$ cat src/source/dcache_cfg.svh
`ifndef DCACHE_CFG_SVH
`define DCACHE_CFG_SVH

// address and data geometry
`define DC_ADDR_W   32
`define DC_DATA_W   32
`define DC_WSTRB_W  4

// one line holds four words
`define DC_LINE_W   128
`define DC_OFFSET_W 4

// 64 sets, the tag is what remains above index and offset
`define DC_SET_W    6
`define DC_TAG_W    22

// memory size codes, log2 of the transfer size in bytes
`define DC_SIZE_LINE 4
`define DC_SIZE_WORD 2

`endif
$ cat src/source/dcache_pkg.sv
package dcache_pkg;

    // controller FSM
    typedef enum logic [1:0] {
        ST_IDLE,
        ST_MEM_REQ,
        ST_MEM_WAIT
    } ctrl_state_e;

    // memory transaction in progress
    typedef enum logic [1:0] {
        MK_REFILL,
        MK_WORD_READ,
        MK_WORD_WRITE
    } mem_kind_e;

endpackage

$ cat src/source/dcache_ctrl.sv
`include "dcache_cfg.svh"

module dcache_ctrl (
    input  logic                      clk,
    input  logic                      rst,
    input  logic                      req_valid_i,
    input  logic                      req_we_i,
    input  logic                      req_uncached_i,
    input  logic [`DC_ADDR_W-1:0]     req_addr_i,
    input  logic [`DC_WSTRB_W-1:0]    req_wstrb_i,
    input  logic [`DC_DATA_W-1:0]     req_wdata_i,
    output logic                      ready_o,
    output logic                      data_ok_o,
    output logic [`DC_DATA_W-1:0]     rdata_o,
    input  logic                      way0_hit_i,
    input  logic                      way1_hit_i,
    input  logic [`DC_LINE_W-1:0]     way0_line_i,
    input  logic [`DC_LINE_W-1:0]     way1_line_i,
    output logic [`DC_SET_W-1:0]      rd_set_o,
    output logic [`DC_TAG_W-1:0]      cmp_tag_o,
    output logic [`DC_LINE_W/8-1:0]   way0_wr_en_o,
    output logic [`DC_LINE_W/8-1:0]   way1_wr_en_o,
    output logic [1:0]                wr_tag_en_o,
    output logic [`DC_SET_W-1:0]      wr_set_o,
    output logic [`DC_TAG_W-1:0]      wr_tag_o,
    output logic [`DC_LINE_W-1:0]     wr_line_o,
    output logic                      mem_req_o,
    output dcache_pkg::mem_kind_e     mem_kind_o,
    output logic [`DC_ADDR_W-1:0]     mem_addr_o,
    output logic [`DC_DATA_W-1:0]     mem_wdata_o,
    output logic [`DC_WSTRB_W-1:0]    mem_wstrb_o,
    input  logic                      mem_ready_i,
    input  logic                      mem_rvalid_i,
    input  logic [`DC_LINE_W-1:0]     mem_rdata_i,
    input  logic                      mem_bvalid_i
);

    dcache_pkg::ctrl_state_e state_q, state_d;
    dcache_pkg::mem_kind_e kind_q, kind_d;

    logic                   s2_valid_q;
    logic                   s2_we_q;
    logic                   s2_uncached_q;
    logic [`DC_ADDR_W-1:0]  s2_addr_q;
    logic [`DC_WSTRB_W-1:0] s2_wstrb_q;
    logic [`DC_DATA_W-1:0]  s2_wdata_q;
    logic [15:0]            lfsr_q;

    logic                    accept;
    logic                    cache_hit;
    logic                    read_hit;
    logic                    write_hit;
    logic                    mem_done;
    logic                    refill_wr;
    logic                    victim;
    logic [1:0]              s2_word;
    logic [`DC_LINE_W-1:0]   hit_line;
    logic [`DC_LINE_W/8-1:0] strb_wide;
    logic [`DC_LINE_W/8-1:0] word_byte_en;

    assign s2_word = s2_addr_q[`DC_OFFSET_W-1:2];

    // way results never overlap, so an OR merge is enough
    assign hit_line = ({`DC_LINE_W{way0_hit_i}} & way0_line_i)
                    | ({`DC_LINE_W{way1_hit_i}} & way1_line_i);

    assign cache_hit = !s2_uncached_q && (way0_hit_i || way1_hit_i);

    // stage 2 in ST_IDLE is always the first cycle after acceptance
    assign read_hit  = s2_valid_q && (state_q == dcache_pkg::ST_IDLE) && !s2_we_q && cache_hit;
    assign write_hit = s2_valid_q && (state_q == dcache_pkg::ST_IDLE) && s2_we_q && cache_hit;

    assign ready_o = (state_q == dcache_pkg::ST_IDLE) && (!s2_valid_q || read_hit);
    assign accept  = req_valid_i && ready_o;

    assign mem_done = (state_q == dcache_pkg::ST_MEM_WAIT)
                   && ((kind_q == dcache_pkg::MK_WORD_WRITE) ? mem_bvalid_i : mem_rvalid_i);

    assign data_ok_o = read_hit || mem_done;

    always_comb begin
        rdata_o = '0;
        if (read_hit) begin
            rdata_o = hit_line[{s2_word, 5'b0} +: `DC_DATA_W];
        end else if (mem_done && kind_q != dcache_pkg::MK_WORD_WRITE) begin
            rdata_o = mem_rdata_i[{s2_word, 5'b0} +: `DC_DATA_W];
        end
    end

    // stage 1 lookup, stage 2 compare
    assign rd_set_o  = req_addr_i[`DC_OFFSET_W +: `DC_SET_W];
    assign cmp_tag_o = s2_addr_q[`DC_ADDR_W-1 -: `DC_TAG_W];

    // array writes: refill of the victim way, or strobed bytes into the hit way
    assign refill_wr = mem_done && (kind_q == dcache_pkg::MK_REFILL);
    assign victim    = lfsr_q[0];

    assign strb_wide    = {{(`DC_LINE_W/8 - `DC_WSTRB_W){1'b0}}, s2_wstrb_q};
    assign word_byte_en = strb_wide << {s2_word, 2'b00};

    assign wr_tag_en_o = {refill_wr && victim, refill_wr && !victim};

    always_comb begin
        way0_wr_en_o = '0;
        way1_wr_en_o = '0;
        if (refill_wr) begin
            way0_wr_en_o = victim ? '0 : '1;
            way1_wr_en_o = victim ? '1 : '0;
        end else if (write_hit) begin
            way0_wr_en_o = way0_hit_i ? word_byte_en : '0;
            way1_wr_en_o = way1_hit_i ? word_byte_en : '0;
        end
    end

    assign wr_set_o  = s2_addr_q[`DC_OFFSET_W +: `DC_SET_W];
    assign wr_tag_o  = s2_addr_q[`DC_ADDR_W-1 -: `DC_TAG_W];
    assign wr_line_o = refill_wr ? mem_rdata_i : {(`DC_LINE_W/`DC_DATA_W){s2_wdata_q}};

    // memory port
    assign mem_req_o   = (state_q == dcache_pkg::ST_MEM_REQ) && mem_ready_i;
    assign mem_kind_o  = kind_q;
    assign mem_addr_o  = (kind_q == dcache_pkg::MK_REFILL)
                       ? ((s2_addr_q >> `DC_SIZE_LINE) << `DC_SIZE_LINE)
                       : ((s2_addr_q >> `DC_SIZE_WORD) << `DC_SIZE_WORD);
    assign mem_wdata_o = s2_wdata_q;
    assign mem_wstrb_o = s2_wstrb_q;

    always_comb begin
        state_d = state_q;
        kind_d  = kind_q;
        case (state_q)
            dcache_pkg::ST_IDLE: begin
                // anything but a read hit goes to memory
                if (s2_valid_q && !read_hit) begin
                    state_d = dcache_pkg::ST_MEM_REQ;
                    if (s2_we_q) begin
                        kind_d = dcache_pkg::MK_WORD_WRITE;
                    end else if (s2_uncached_q) begin
                        kind_d = dcache_pkg::MK_WORD_READ;
                    end else begin
                        kind_d = dcache_pkg::MK_REFILL;
                    end
                end
            end
            dcache_pkg::ST_MEM_REQ: begin
                if (mem_ready_i) begin
                    state_d = dcache_pkg::ST_MEM_WAIT;
                end
            end
            dcache_pkg::ST_MEM_WAIT: begin
                if (mem_done) begin
                    state_d = dcache_pkg::ST_IDLE;
                end
            end
            default: begin
                state_d = dcache_pkg::ST_IDLE;
            end
        endcase
    end

    always_ff @(posedge clk) begin
        if (rst) begin
            state_q    <= dcache_pkg::ST_IDLE;
            kind_q     <= dcache_pkg::MK_REFILL;
            s2_valid_q <= 1'b0;
            lfsr_q     <= 16'hace1;
        end else begin
            state_q <= state_d;
            kind_q  <= kind_d;
            lfsr_q  <= {lfsr_q[14:0], lfsr_q[15] ^ lfsr_q[13] ^ lfsr_q[12] ^ lfsr_q[10]};
            if (accept) begin
                s2_valid_q <= 1'b1;
            end else if (data_ok_o) begin
                s2_valid_q <= 1'b0;
            end
        end
    end

    // request payload, held until the request completes
    always_ff @(posedge clk) begin
        if (accept) begin
            s2_we_q       <= req_we_i;
            s2_uncached_q <= req_uncached_i;
            s2_addr_q     <= req_addr_i;
            s2_wstrb_q    <= req_wstrb_i;
            s2_wdata_q    <= req_wdata_i;
        end
    end

endmodule

$ cat config.mk
export PLATFORM = sky130hd
export DESIGN_NAME = dcache_ctrl
export DESIGN_NICKNAME = d
export VERILOG_FILES = /design/src/source/dcache_pkg.sv /design/src/source/dcache_ctrl.sv
export VERILOG_INCLUDE_DIRS = /design/src /design/src/source
export SDC_FILE = /design/constraint.sdc
export NUM_CORES = 1
export LEC_CHECK = 0
export BUFFER_PORTS_ARGS = -buffer_cell sky130_fd_sc_hd__buf_2
export CORE_AREA = 2 2 304 306
export CTS_CLUSTER_SIZE = 14
export DETAILED_ROUTE_END_ITERATION = 6
export DIE_AREA = 0 0 306 308
export GPL_ROUTABILITY_DRIVEN = 0
export GPL_TIMING_DRIVEN = 0
export PLACE_DENSITY_LB_ADDON = 0.3
export SLEW_MARGIN = 15
export SYNTH_ARGS = -nofsm -noshare
export SYNTH_HDL_FRONTEND = slang
export SYNTH_SLANG_ARGS = --single-unit
$ cat constraint.sdc
create_clock -name clk -period 19.45 [get_ports clk]
set_input_delay 4.8625 -clock clk [delete_from_list [all_inputs] [get_ports clk]]
set_output_delay 4.8625 -clock clk [all_outputs]
set_load 0.01 [all_outputs]
## After elaboration in Yosys (flattened, before gate mapping)

Index checks and enable logic that the tools add are counted.

| word-level totals | value |
|---|---|
| register bits after elaboration | 91 |
| input port bits | 462 |
| word-level logic and storage cells | 74 |

| cells by class | value |
|---|---|
| equal/unequal tests | 7 |
| shift operators | 3 |
| muxes and demuxes | 21 |
| bitwise logic cells | 6 |
| reductions and logical operators | 28 |

Operators by type and width:

| cell | number |
|---|---|
| AND 128 bit | 2 |
| indexed part select 128 x 8 -> 32 bit | 2 |
| two-way mux 128 bit | 1 |
| two-way mux 16 bit | 8 |
| bitwise OR 128 bit | 1 |
| two-way mux 32 bit | 2 |
| left shift 4 x 4 -> 16 bit | 1 |
| logical AND 1 bit | 15 |
| two-way mux 2 bit | 4 |
| inequality test 2 bit, second input constant | 3 |
| case mux 2 bit (3 select lines) | 1 |
| logical NOT 1 bit | 5 |
| equality test 2 bit, second input constant | 2 |
| logical NOT 2 bit | 2 |
| two-way mux 1 bit | 4 |
| two-way mux 4 bit | 1 |
| logical OR 1 bit | 3 |
| AND reduction 3 bit | 1 |
| XOR 1 bit | 3 |
| equality test 2 x 1 -> 1 bit, second input constant | 1 |
| inequality test 2 x 1 -> 1 bit, second input constant | 1 |
| AND reduction 2 bit | 1 |
| nonzero test 2 bit | 1 |

## Longest topological paths before layout

Gate-level depths: netlist (run 1).

| depth | value |
|---|---|
| depth in word-level cells | 8 |
| mapped depth | 7 |
| gate-level depth less buffers | 3 |

## Worst setup path before layout (run 1)

OpenSTA, ideal clock, no wires.

| path | value |
|---|---|
| path kind | input-to-reg |
| start | in way1_hit_i |
| end | reg s2_wdata_q[0] (netlist: mem_wdata_o[0]) (enable) |
| library setup time | 0.686 ns |
| arrival | 12.311 ns |
| required time | 18.764 ns |
| path slack | 6.452 ns |
| stages | 4 |
| buffers on the path | 1 |
| cells stage by stage | buf_2 o21ba_2 a21boi_0 nor4b_1 |

| on the way | value |
|---|---|
| cells in the longest elaborated chain, start to end | 6 |

Ends and longest elaborated chain:

| element | RTL line | source |
|---|---|---|
| start, declared | dcache_ctrl.sv:16 | `input logic way1_hit_i,` |
| logical OR 1 bit | dcache_ctrl.sv:67 | `assign cache_hit = !s2_uncached_q && (way0_hit_i \|\| way1_hit_i);` |
| logical AND 1 bit | dcache_ctrl.sv:67 |  |
| logical AND 1 bit | dcache_ctrl.sv:70 | `assign read_hit = s2_valid_q && (state_q == dcache_pkg::ST_IDLE) && !s2_we_q && cache_hit;` |
| logical OR 1 bit | dcache_ctrl.sv:73 | `assign ready_o = (state_q == dcache_pkg::ST_IDLE) && (!s2_valid_q \|\| read_hit);` |
| logical AND 1 bit | dcache_ctrl.sv:73 |  |
| logical AND 1 bit | dcache_ctrl.sv:74 | `assign accept = req_valid_i && ready_o;` |
| named net accept | dcache_ctrl.sv:49 | `logic accept;` |
| end signal, assigned | dcache_ctrl.sv:186 | `s2_wdata_q <= req_wdata_i;` |
| end, declared | dcache_ctrl.sv:46 | `` logic [`DC_DATA_W-1:0] s2_wdata_q; `` |

The timed path passes the listed nets, and every way through them passes these cells.
A chain may end at the register's enable or synchronous reset.

## Worst setup path in the final report (run 1)

| path | value |
|---|---|
| start | in mem_rvalid_i |
| end | out rdata_o[20] |

| on the way | value |
|---|---|
| cells in the longest elaborated chain, start to end | 5 |

Ends and longest elaborated chain:

| element | RTL line | source |
|---|---|---|
| start, declared | dcache_ctrl.sv:33 | `input logic mem_rvalid_i,` |
| two-way mux 1 bit | dcache_ctrl.sv:77 | `&& ((kind_q == dcache_pkg::MK_WORD_WRITE) ? mem_bvalid_i : mem_rvalid_i);` |
| logical AND 1 bit | dcache_ctrl.sv:77 |  |
| logical AND 1 bit | dcache_ctrl.sv:85 | `end else if (mem_done && kind_q != dcache_pkg::MK_WORD_WRITE) begin` |
| two-way mux 32 bit | dcache_ctrl.sv:85 |  |
| two-way mux 32 bit | dcache_ctrl.sv:83 | `if (read_hit) begin` |
| end, declared | dcache_ctrl.sv:14 | `` output logic [`DC_DATA_W-1:0] rdata_o, `` |

No other way between the ends.

==> impl_metrics.py, run 1 <==
metrics = {
    "detailed_routing": {
        "wirelength_um": 74000,
        "dr_total_vias": 10700,
        "dr.pass1.iters": 5,
        "drt-initial-drc-count": 838,
        "ant_nets": 0,
        "wl_per_cell_um": 26.5,
        "drc": 0,
        "vias_per_cell": 3.84,
    },
    "timing": {
        "setup-tns-final_ns": 0,
        "period_needed_ns": 12.06,
        "hold_viol": 0,
        "slew_violations": 0,
        "slew_headroom_pct": 36.4,
        "fin_crit_sh_pct": 62.0,
        "rsz0062_at_grt": "false",
        "tightest_slew_ns": 0.945,
        "hold_ws_ns": 0.410,
        "fmaxAchievable_mhz": 82.9,
        "finClkSkew_ns": 0.0153,
        "setup_viol": 0,
        "fin_ws_ns": 7.39,
    },
    "floorplanning": {
        "die-area_um2": 94200,
        "ios": 785,
        "die_y_um": 308,
        "chipWidth_um": 306,
        "initial_core_util_pct": 9.04,
        "fp.coreArea_um2": 91000,
        "num_rows": 111,
    },
    "run_status": {
        "status": "finished, final reports clean",
    },
    "logic_synthesis": {
        "synth-async-reset-ratio_pct": 0,
        "synth.cell_area_um2": 8220,
        "ys_warn_count": 0,
        "synth.avg_cell_area_um2": 10.3,
        "seq_area_frac_synth_pct": 29.9,
        "yosys_most_used_dff": "edfxtp_1",
        "ys_types": 50,
        "synthCells": 797,
        "synth_edf_count": 68,
        "ys_ff_latch": 89,
    },
    "cts": {
        "cts_sinks": 89,
        "cts_tree": "yes",
        "ctsResizeCount": 0,
        "clock_path_buffers": 2,
        "cts-root-buf": "clkbuf_16",
        "cts_buffers": 9,
        "cts_htree_levels": 3,
        "post_cts_buffers": 0,
        "clk_latency_ns": 0.39,
        "cts.hold.buffers_added": 0,
        "clkTransAtPathRegs_ns": 0.08,
    },
    "global_routing": {
        "grt_use_met1_pct": 19.3,
        "grt_pass1_vias": 10700,
        "overflow": 0,
        "grtUsageMet2_pct": 24.5,
        "met3_usage_pct": 3.98,
        "grt_pass1_wl_um": 94700,
        "grt_usage_pct": 14.9,
        "antenna_found_initial": 28,
        "grt_max_degree": 19,
        "grt_busiest_layer": "met2",
    },
    "pwr": {
        "power_density_nw_per_um2": 55.1,
        "p_leak_nw": 7.10,
        "ir_drop_v": 0.0000333,
    },
    "worst_setup_path": {
        "worst-path-max-fanout": 10,
        "worstReg2RegStart": "s2_uncached_q$_DFFE_PP_",
        "cp-start-kind": "input pin",
        "critPathLaunch": "mem_rvalid_i",
        "worst-setup-path-type": "input pin to output pin",
        "cp.required_ns": 14.59,
        "cp_data_arrival_time_ns": 7.20,
        "end_kind": "output pin",
    },
    "finish": {
        "regArea_um2": 2460,
        "area_delta_synth_final_pct": 70.4,
        "nFillCells": 10500,
        "nets": 2061,
        "multiInputGateArea_um2": 4580,
        "drive_gt1_share_pct": 64.2,
    },
    "min_path": {
        "min-delay-start": "lfsr_q[14]$_SDFF_PP0_",
        "min_path_type": "flip-flop to flip-flop",
    },
    "placement": {
        "hpwl_um": 65300,
        "place_ws_ns": 7.18,
        "port_buffers": 778,
    },
    "flow_run": {
        "maxCapViolCount": 0,
    },
}
==> state kept, by name (all words and copies together), names as in the netlist <==
name / cells
lfsr_q: 16
mem_kind_o: 2
mem_wdata_o: 32
mem_wstrb_o: 4
s2_addr_q: 30
s2_uncached_q: 1
s2_valid_q: 1
s2_we_q: 1
state_q: 2
==> kinds of logic (layout without fill, tap and decap cells) <==
logic type | count (synthesis) | in the layout | share of synthesized area (%)
AND/OR/NAND/NOR | 81 | 81 | 5.98
AO/OA/AOI/OAI | 403 | 403 | 40.4
other | 1 | 7 | 0.0456
multiplexers | 32 | 32 | 8.76
flip-flops | 89 | 89 | 29.9
XOR/XNOR | 3 | 3 | 0.320
buffers and inverters | 188 | 994 | 14.5
==> placed cells by master, fill, tap and decap left out, drive strengths merged, types with 3 or more instances in the layout <==
| cell type | n |
|---|---|
| buf | 937 |
| a21o | 128 |
| edfxtp | 68 |
| a22o | 66 |
| a221oi | 62 |
| clkbuf | 43 |
| nand3 | 37 |
| a21boi | 34 |
| o21ai | 33 |
| o22ai | 33 |
| mux4 | 32 |
| o41ai | 31 |
| dfxtp | 21 |
| nor2b | 11 |
| inv | 11 |
| nand4 | 8 |
| or2 | 8 |
| diode | 5 |
| nand2b | 5 |
| a21oi | 4 |
| o31ai | 3 |
==> synth_stat cells (all sizes together), types with 2 or more instances <==
cell type,count,area (um^2)
o22ai,33,206
o21ai,33,165
a22o,66,578
o21ba,2,20.0
xor2,2,17.5
a21oi,4,20.0
o41ai,31,482
buf,147,1040
a21boi,34,274
nand2,2,7.51
mux4,32,721
nand2b,5,31.3
o2111ai,2,17.5
edfxtp,68,2040
a21o,128,961
nor2b,11,68.8
or2,8,50.1
a221oi,62,543
nor2,2,10.0
nand3,37,203
o211ai,2,15.0
nor3b,2,26.3
dfxtp,21,420
inv,8,30.0
nand4,8,50.1
clkbuf,33,126
o31ai,3,22.5
==> report_power, final <==
| group | internal (mW) | switching [mW] | leakage (nW) |
|---|---|---|---|
| clock network | 0.0986 | 0.0978 | 0.153 |
| logic | 0.145 | 0.195 | 6.12 |
| registers | 0.224 | 0.0123 | 0.821 |
| total | 0.467 | 0.305 | 7.10 |
==> through the flow <==
step / utilization, % / cell area (um^2) / instances / total power [mW]
global route: 15.4 / 14000 / 2791 / 0.818
global placement: 15.0 / 13600 / 2762 / 0.590
detailed placement: 15.0 / 13700 / 2774 / 0.587
CTS: 15.4 / 14000 / 2790 / 0.792
finish: 15.4 / 14000 / 2795 / 0.772
floorplan: - / 8230 / 798 / 0.397
==> worst paths after layout <==
check                           slack, ns                        to  depth (start not counted)
worst max-delay path                 7.39               rdata_o[20]                          8
worst min-delay path                 0.41     lfsr_q[15]$_SDFF_PP1_                          1
worst max register to register      15.40  mem_wdata_o[7]$_DFFE_PP_                         13
worst min register to register       0.41     lfsr_q[15]$_SDFF_PP1_                          1
==> routing by layer <==
layer	up-vias	routed length [um]
li1	4772	-
met1	5267	32300
met2	616	34600
met3	69	5700
met4	12	1290
met5	-	80
==> critical path: stages <==
cell and delay [ns]:
buf_2 0.11, and3b_1 0.63, buf_4 0.42, buf_4 0.29
buf_4 0.19, nand3_1 0.26, o41ai_2 0.18, buf_2 0.22
==> area by class of cell <==
cell class / instances / area share [%]
multi-input cells: 521 / 32.7
repair buffers: 790 / 28.3
flip-flops and latches: 89 / 17.6
well taps: 1186 / 10.6
plain buffers: 180 / 8.30
clock buffers: 10 / 1.79
clock inverters: 6 / 0.473
inverters: 8 / 0.214
diodes: 5 / 0.0893
Note: power is estimated with default switching activity, not from simulation.
==> inputs of run 2 (changes only) <==
--- a/config.mk
+++ b/config.mk
@@ -7,10 +7,10 @@
 export NUM_CORES = 1
 export LEC_CHECK = 0
 export BUFFER_PORTS_ARGS = -buffer_cell sky130_fd_sc_hd__buf_2
-export CORE_AREA = 2 2 304 306
+export CORE_AREA = 2 2 303 305
 export CTS_CLUSTER_SIZE = 14
 export DETAILED_ROUTE_END_ITERATION = 6
-export DIE_AREA = 0 0 306 308
+export DIE_AREA = 0 0 305 307
 export GPL_ROUTABILITY_DRIVEN = 0
 export GPL_TIMING_DRIVEN = 0
 export PLACE_DENSITY_LB_ADDON = 0.3
==> constraint.sdc (replaced) <==
create_clock -name clk -period 12.2 [get_ports clk]
set_input_delay 3.05 -clock clk [delete_from_list [all_inputs] [get_ports clk]]
set_output_delay 3.05 -clock clk [all_outputs]
set_load 0.01 [all_outputs]
==> run 2 against run 1 <==
- non-clock buffer count rose by 1
- critical path depth did not move
- worst setup slack got worse by 3.4 ns
- first-iteration DRC count fell by 32%
- die area fell by 0.65%
- flip-flop and latch count did not move
- combinational power rose by 57%
- clock power rose by 46%
- cell area fell by 0.26%
- critical path type unchanged
- critical endpoint is now rdata_o[24]
==> impl_metrics.py, run 2 (synthesis results as in run 1) <==
metrics = {
    "detailed_routing": {
        "ant_nets": 0,
        "drt-initial-drc-count": 573,
        "wirelength_um": 71200,
        "vias_per_cell": 3.77,
        "dr.pass1.iters": 5,
        "drc": 0,
        "dr_total_vias": 10500,
        "wl_per_cell_um": 25.5,
    },
    "cts": {
        "clock_path_buffers": 2,
        "ctsResizeCount": 0,
        "clkTransAtPathRegs_ns": 0.07,
        "cts_tree": "yes",
        "clk_latency_ns": 0.39,
        "cts_buffers": 9,
        "cts-root-buf": "clkbuf_16",
        "cts.hold.buffers_added": 0,
        "cts_htree_levels": 3,
        "post_cts_buffers": 0,
        "cts_sinks": 89,
    },
    "pwr": {
        "p_leak_nw": 7.09,
        "power_density_nw_per_um2": 85.6,
        "ir_drop_v": 0.0000549,
    },
    "floorplanning": {
        "ios": 785,
        "chipWidth_um": 305,
        "num_rows": 111,
        "fp.coreArea_um2": 90700,
        "die-area_um2": 93600,
        "initial_core_util_pct": 9.07,
        "die_y_um": 307,
    },
    "finish": {
        "final_cell_area_um2": 14000,
        "largest_reg_flops": 32,
        "nets": 2062,
        "layout_common_cells": "buf_2, a21o_1, buf_4",
        "nFillCells": 10500,
        "final_common_cell": "buf_2",
        "area_delta_synth_final_pct": 70.0,
        "drive_gt1_share_pct": 64.2,
    },
    "min_path": {
        "min_path_type": "flip-flop to flip-flop",
        "min-delay-start": "lfsr_q[6]$_SDFF_PP1_",
    },
    "worst_setup_path": {
        "end_kind": "output pin",
        "critPathLaunch": "mem_rvalid_i",
        "cp-start-kind": "input pin",
        "cp.required_ns": 9.15,
        "worst-path-max-fanout": 10,
        "cp_data_arrival_time_ns": 5.17,
        "worstReg2RegStart": "s2_uncached_q$_DFFE_PP_",
        "worst-setup-path-type": "input pin to output pin",
    },
    "global_routing": {
        "grt_pass1_vias": 10700,
        "grt_usage_pct": 14.4,
        "grt_pass1_wl_um": 91500,
        "antenna_found_initial": 18,
        "grt_max_degree": 18,
        "overflow": 0,
    },
    "placement": {
        "dpl-instance-area_um2": 13700,
        "port_buffers": 778,
        "place_ws_ns": 3.73,
        "hpwl_um": 62300,
    },
    "run_status": {
        "status": "finished, final reports clean",
    },
    "flow_run": {
        "maxCapViolCount": 0,
    },
    "timing": {
        "fin_ws_ns": 3.98,
        "period_needed_ns": 8.22,
        "rsz0062_at_grt": "false",
        "setup_viol": 0,
        "tightest_slew_ns": 1.19,
        "slew_violations": 0,
        "fin_crit_sh_pct": 67.3,
        "finClkSkew_ns": 0.0174,
        "fmaxAchievable_mhz": 122,
        "hold_viol": 0,
        "hold_ws_ns": 0.411,
        "slew_headroom_pct": 20.3,
    },
}
-- run 2: layer usage --
metal / up-vias / routed length, um / GRT usage, %
li1: 4765 / - / -
met1: 5096 / 29200 / 17.3
met2: 585 / 34400 / 24.4
met3: 73 / 5620 / 4.65
met4: 12 / 1850 / 4.54
met5: - / 75 / 0
-- run 2: cell type report --
class                      count  area [um^2]  share of cell area, %
clock buffer                  10          229                   1.64
antenna                        2         5.00                 0.0358
clock inverter                 6         48.8                  0.349
sequential                    89         2460                   17.6
timing repair buffer         791         3980                   28.5
multi-input combinational    521         4580                   32.7
buffer                       180         1160                   8.32
tap                         1186         1480                   10.6
inverter                       8         30.0                  0.215
-- run 2: worst max-delay path, cell delays in order --
cell	delay (ns)
buf_2	0.11
and3b_1	0.42
buf_4	0.39
buf_4	0.31
buf_4	0.21
nand3_1	0.24
o41ai_2	0.19
buf_2	0.23
-- run 2: final timing paths --
| check | endpoint | slack, ns | cells after the start |
|---|---|---|---|
| max | rdata_o[24] | 3.98 | 8 |
| min | lfsr_q[7]$_SDFF_PP1_ | 0.41 | 1 |
| max reg2reg | mem_wdata_o[14]$_DFFE_PP_ | 8.79 | 11 |
| min reg2reg | lfsr_q[7]$_SDFF_PP1_ | 0.41 | 1 |
-- run 2: metrics by stage --
stage                     total power [mW]  TNS [ns]  std cells  utilization [%]
final                                 1.20         0       2793             15.4
after global routing                  1.27         0       2792             15.4
after CTS                             1.23         0       2791             15.4
after detailed placement             0.927         0       2775             15.1
after global placement               0.931   -398.95       2762             15.0
after floorplan                      0.634         0        798                -
-- run 2: power by group --
part           total, mW  switching (mW)  internal [mW]
Sequential         0.375          0.0181          0.357
Combinational      0.534           0.302          0.232
Clock              0.287           0.146          0.142
==> inputs of run 3 (changes only) <==
==> constraint.sdc (replaced) <==
create_clock -name clk -period 7.8 [get_ports clk]
set_input_delay 1.95 -clock clk [delete_from_list [all_inputs] [get_ports clk]]
set_output_delay 1.95 -clock clk [all_outputs]
set_load 0.01 [all_outputs]
==> run 3 against run 2 <==
- wire length about the same
- core utilization about the same
- global-route usage barely moved
- first-iteration DRC count is 29% higher
- via count is 1.6% higher
- cell area barely moved
- non-clock buffer count decreased by 6
- clock power increased by 64%
- critical path type unchanged
- critical endpoint is now rdata_o[23]
==> impl_metrics.py, run 3 (synthesis results as in run 1) <==
metrics = {
    "pwr": {
        "ir_drop_v": 0.0000875,
        "finalPower_mw": 1.90,
        "p_leak_nw": 7.08,
        "power_density_nw_per_um2": 136,
    },
    "cts": {
        "cts_htree_levels": 3,
        "clkTransAtPathRegs_ns": 0.07,
        "cts-root-buf": "clkbuf_16",
        "clock_path_buffers": 2,
        "cts_tree": "yes",
        "cts.hold.buffers_added": 0,
        "cts_buffers": 9,
        "ctsResizeCount": 0,
        "clk_latency_ns": 0.39,
        "post_cts_buffers": 0,
        "cts_sinks": 89,
    },
    "worst_setup_path": {
        "critical-path-max-stage-delay_ns": 0.49,
        "timing.critical_path.mode_cell": "buf_4",
        "r2r_cells": 9,
        "crit_chain": "buf_2, and3b_1, buf_4, buf_4, buf_4, nand3_1, o41ai_2, buf_2",
        "worstReg2RegEnd": "mem_wdata_o[7]$_DFFE_PP_",
        "regToRegSetupSlack_ns": 4.51,
        "cp.required_ns": 5.85,
        "cp_slowest_cell": "and3b_1",
        "worst-setup-path-type": "input pin to output pin",
        "end_kind": "output pin",
        "cp_data_arrival_time_ns": 4.17,
        "worstReg2RegStart": "s2_uncached_q$_DFFE_PP_",
        "cp-start-kind": "input pin",
        "worst-path-max-fanout": 10,
    },
    "floorplanning": {
        "chipWidth_um": 305,
        "die-area_um2": 93600,
        "initial_core_util_pct": 9.07,
        "ios": 785,
        "num_rows": 111,
        "fp.coreArea_um2": 90700,
        "die_y_um": 307,
    },
    "min_path": {
        "holdPathStages": 1,
        "min_to": "lfsr_q[6]$_SDFF_PP1_",
        "min_path_type": "flip-flop to flip-flop",
        "min-delay-start": "lfsr_q[5]$_SDFF_PP1_",
    },
    "timing": {
        "slew_violations": 0,
        "setup_viol": 0,
        "tightest_slew_ns": 0.982,
        "fin_crit_sh_pct": 78.5,
        "period_needed_ns": 6.12,
        "finClkSkew_ns": 0.0125,
        "slew_headroom_pct": 34.6,
        "hold_viol": 0,
        "rsz0062_at_grt": "false",
        "fmaxAchievable_mhz": 163,
        "hold_ws_ns": 0.410,
        "setup-tns-final_ns": 0,
        "fin_ws_ns": 1.68,
    },
    "finish": {
        "area_delta_synth_final_pct": 70.2,
        "drive_gt1_share_pct": 64.1,
        "final_common_cell": "buf_2",
        "finalNonFillerCells": 2786,
        "layout_common_cells": "buf_2, a21o_1, buf_4",
        "nFillCells": 10500,
        "final_cell_area_um2": 14000,
        "nets": 2056,
        "fin_util_pct": 15.4,
        "largest_reg_flops": 32,
    },
    "detailed_routing": {
        "wl_per_cell_um": 25.6,
        "ant_nets": 0,
        "dr_total_vias": 10700,
        "vias_per_cell": 3.84,
        "dr.pass1.iters": 7,
        "drc": 0,
        "wirelength_um": 71200,
        "drt-initial-drc-count": 737,
    },
    "placement": {
        "dpl.cell_count": 2769,
        "place_ws_ns": 1.47,
        "hpwl_um": 62200,
        "dpl-instance-area_um2": 13700,
        "port_buffers": 778,
    },
    "global_routing": {
        "grt_max_degree": 19,
        "antenna_found_initial": 21,
        "overflow": 0,
        "grt_usage_pct": 14.4,
        "grt_pass1_wl_um": 91900,
        "grt_pass1_vias": 10600,
    },
    "run_status": {
        "status": "finished, final reports clean",
    },
    "flow_run": {
        "maxCapViolCount": 0,
    },
}
==> run 3: worst max-delay path by stage <==
stage                 startpoint  cells past startpoint                  endpoint
finish              mem_rvalid_i                      8               rdata_o[23]
global route        mem_rvalid_i                      8               rdata_o[23]
CTS                 mem_rvalid_i                      8               rdata_o[23]
detailed placement  mem_rvalid_i                      8               rdata_o[23]
global placement      way1_hit_i                      4  mem_wdata_o[7]$_DFFE_PP_
floorplan             way1_hit_i                      4  mem_wdata_o[0]$_DFFE_PP_
==> run 3: power breakdown <==
part / leakage, nW / switching [mW] / internal (mW) / total, mW
sequential: 0.821 / 0.0277 / 0.558 / 0.585
combinational: 6.11 / 0.482 / 0.363 / 0.845
clock: 0.143 / 0.245 / 0.226 / 0.471
total: 7.08 / 0.755 / 1.15 / 1.90
==> run 3: final cells by class <==
class / instances / area [um^2] / share of cell area (%)
Clock buffer: 9 / 225 / 1.61
Tap cell: 1186 / 1480 / 10.6
Sequential cell: 89 / 2460 / 17.6
Inverter: 8 / 30.0 / 0.215
Timing Repair Buffer: 785 / 3970 / 28.4
Clock inverter: 7 / 70.1 / 0.501
Buffer: 180 / 1160 / 8.32
Antenna cell: 1 / 2.50 / 0.0179
Multi-Input combinational cell: 521 / 4590 / 32.8
==> run 3: routing by layer <==
metal / vias up / part of all wire, % / global-route usage, % / routed length, um
met1: 5251 / 43 / 18.3 / 30900
li1: 4743 / - / - / -
met5: - / 0.032 / 0 / 23
met2: 620 / 48 / 24.3 / 33900
met3: 77 / 6.6 / 3.37 / 4670
met4: 4 / 2.4 / 4.23 / 1680
==> run 3: critical path, delay by kind of cell <==
family	cells	cell delay [ns]
buf+inv	5	1.29
simple gates	2	0.72
compound gates	1	0.20
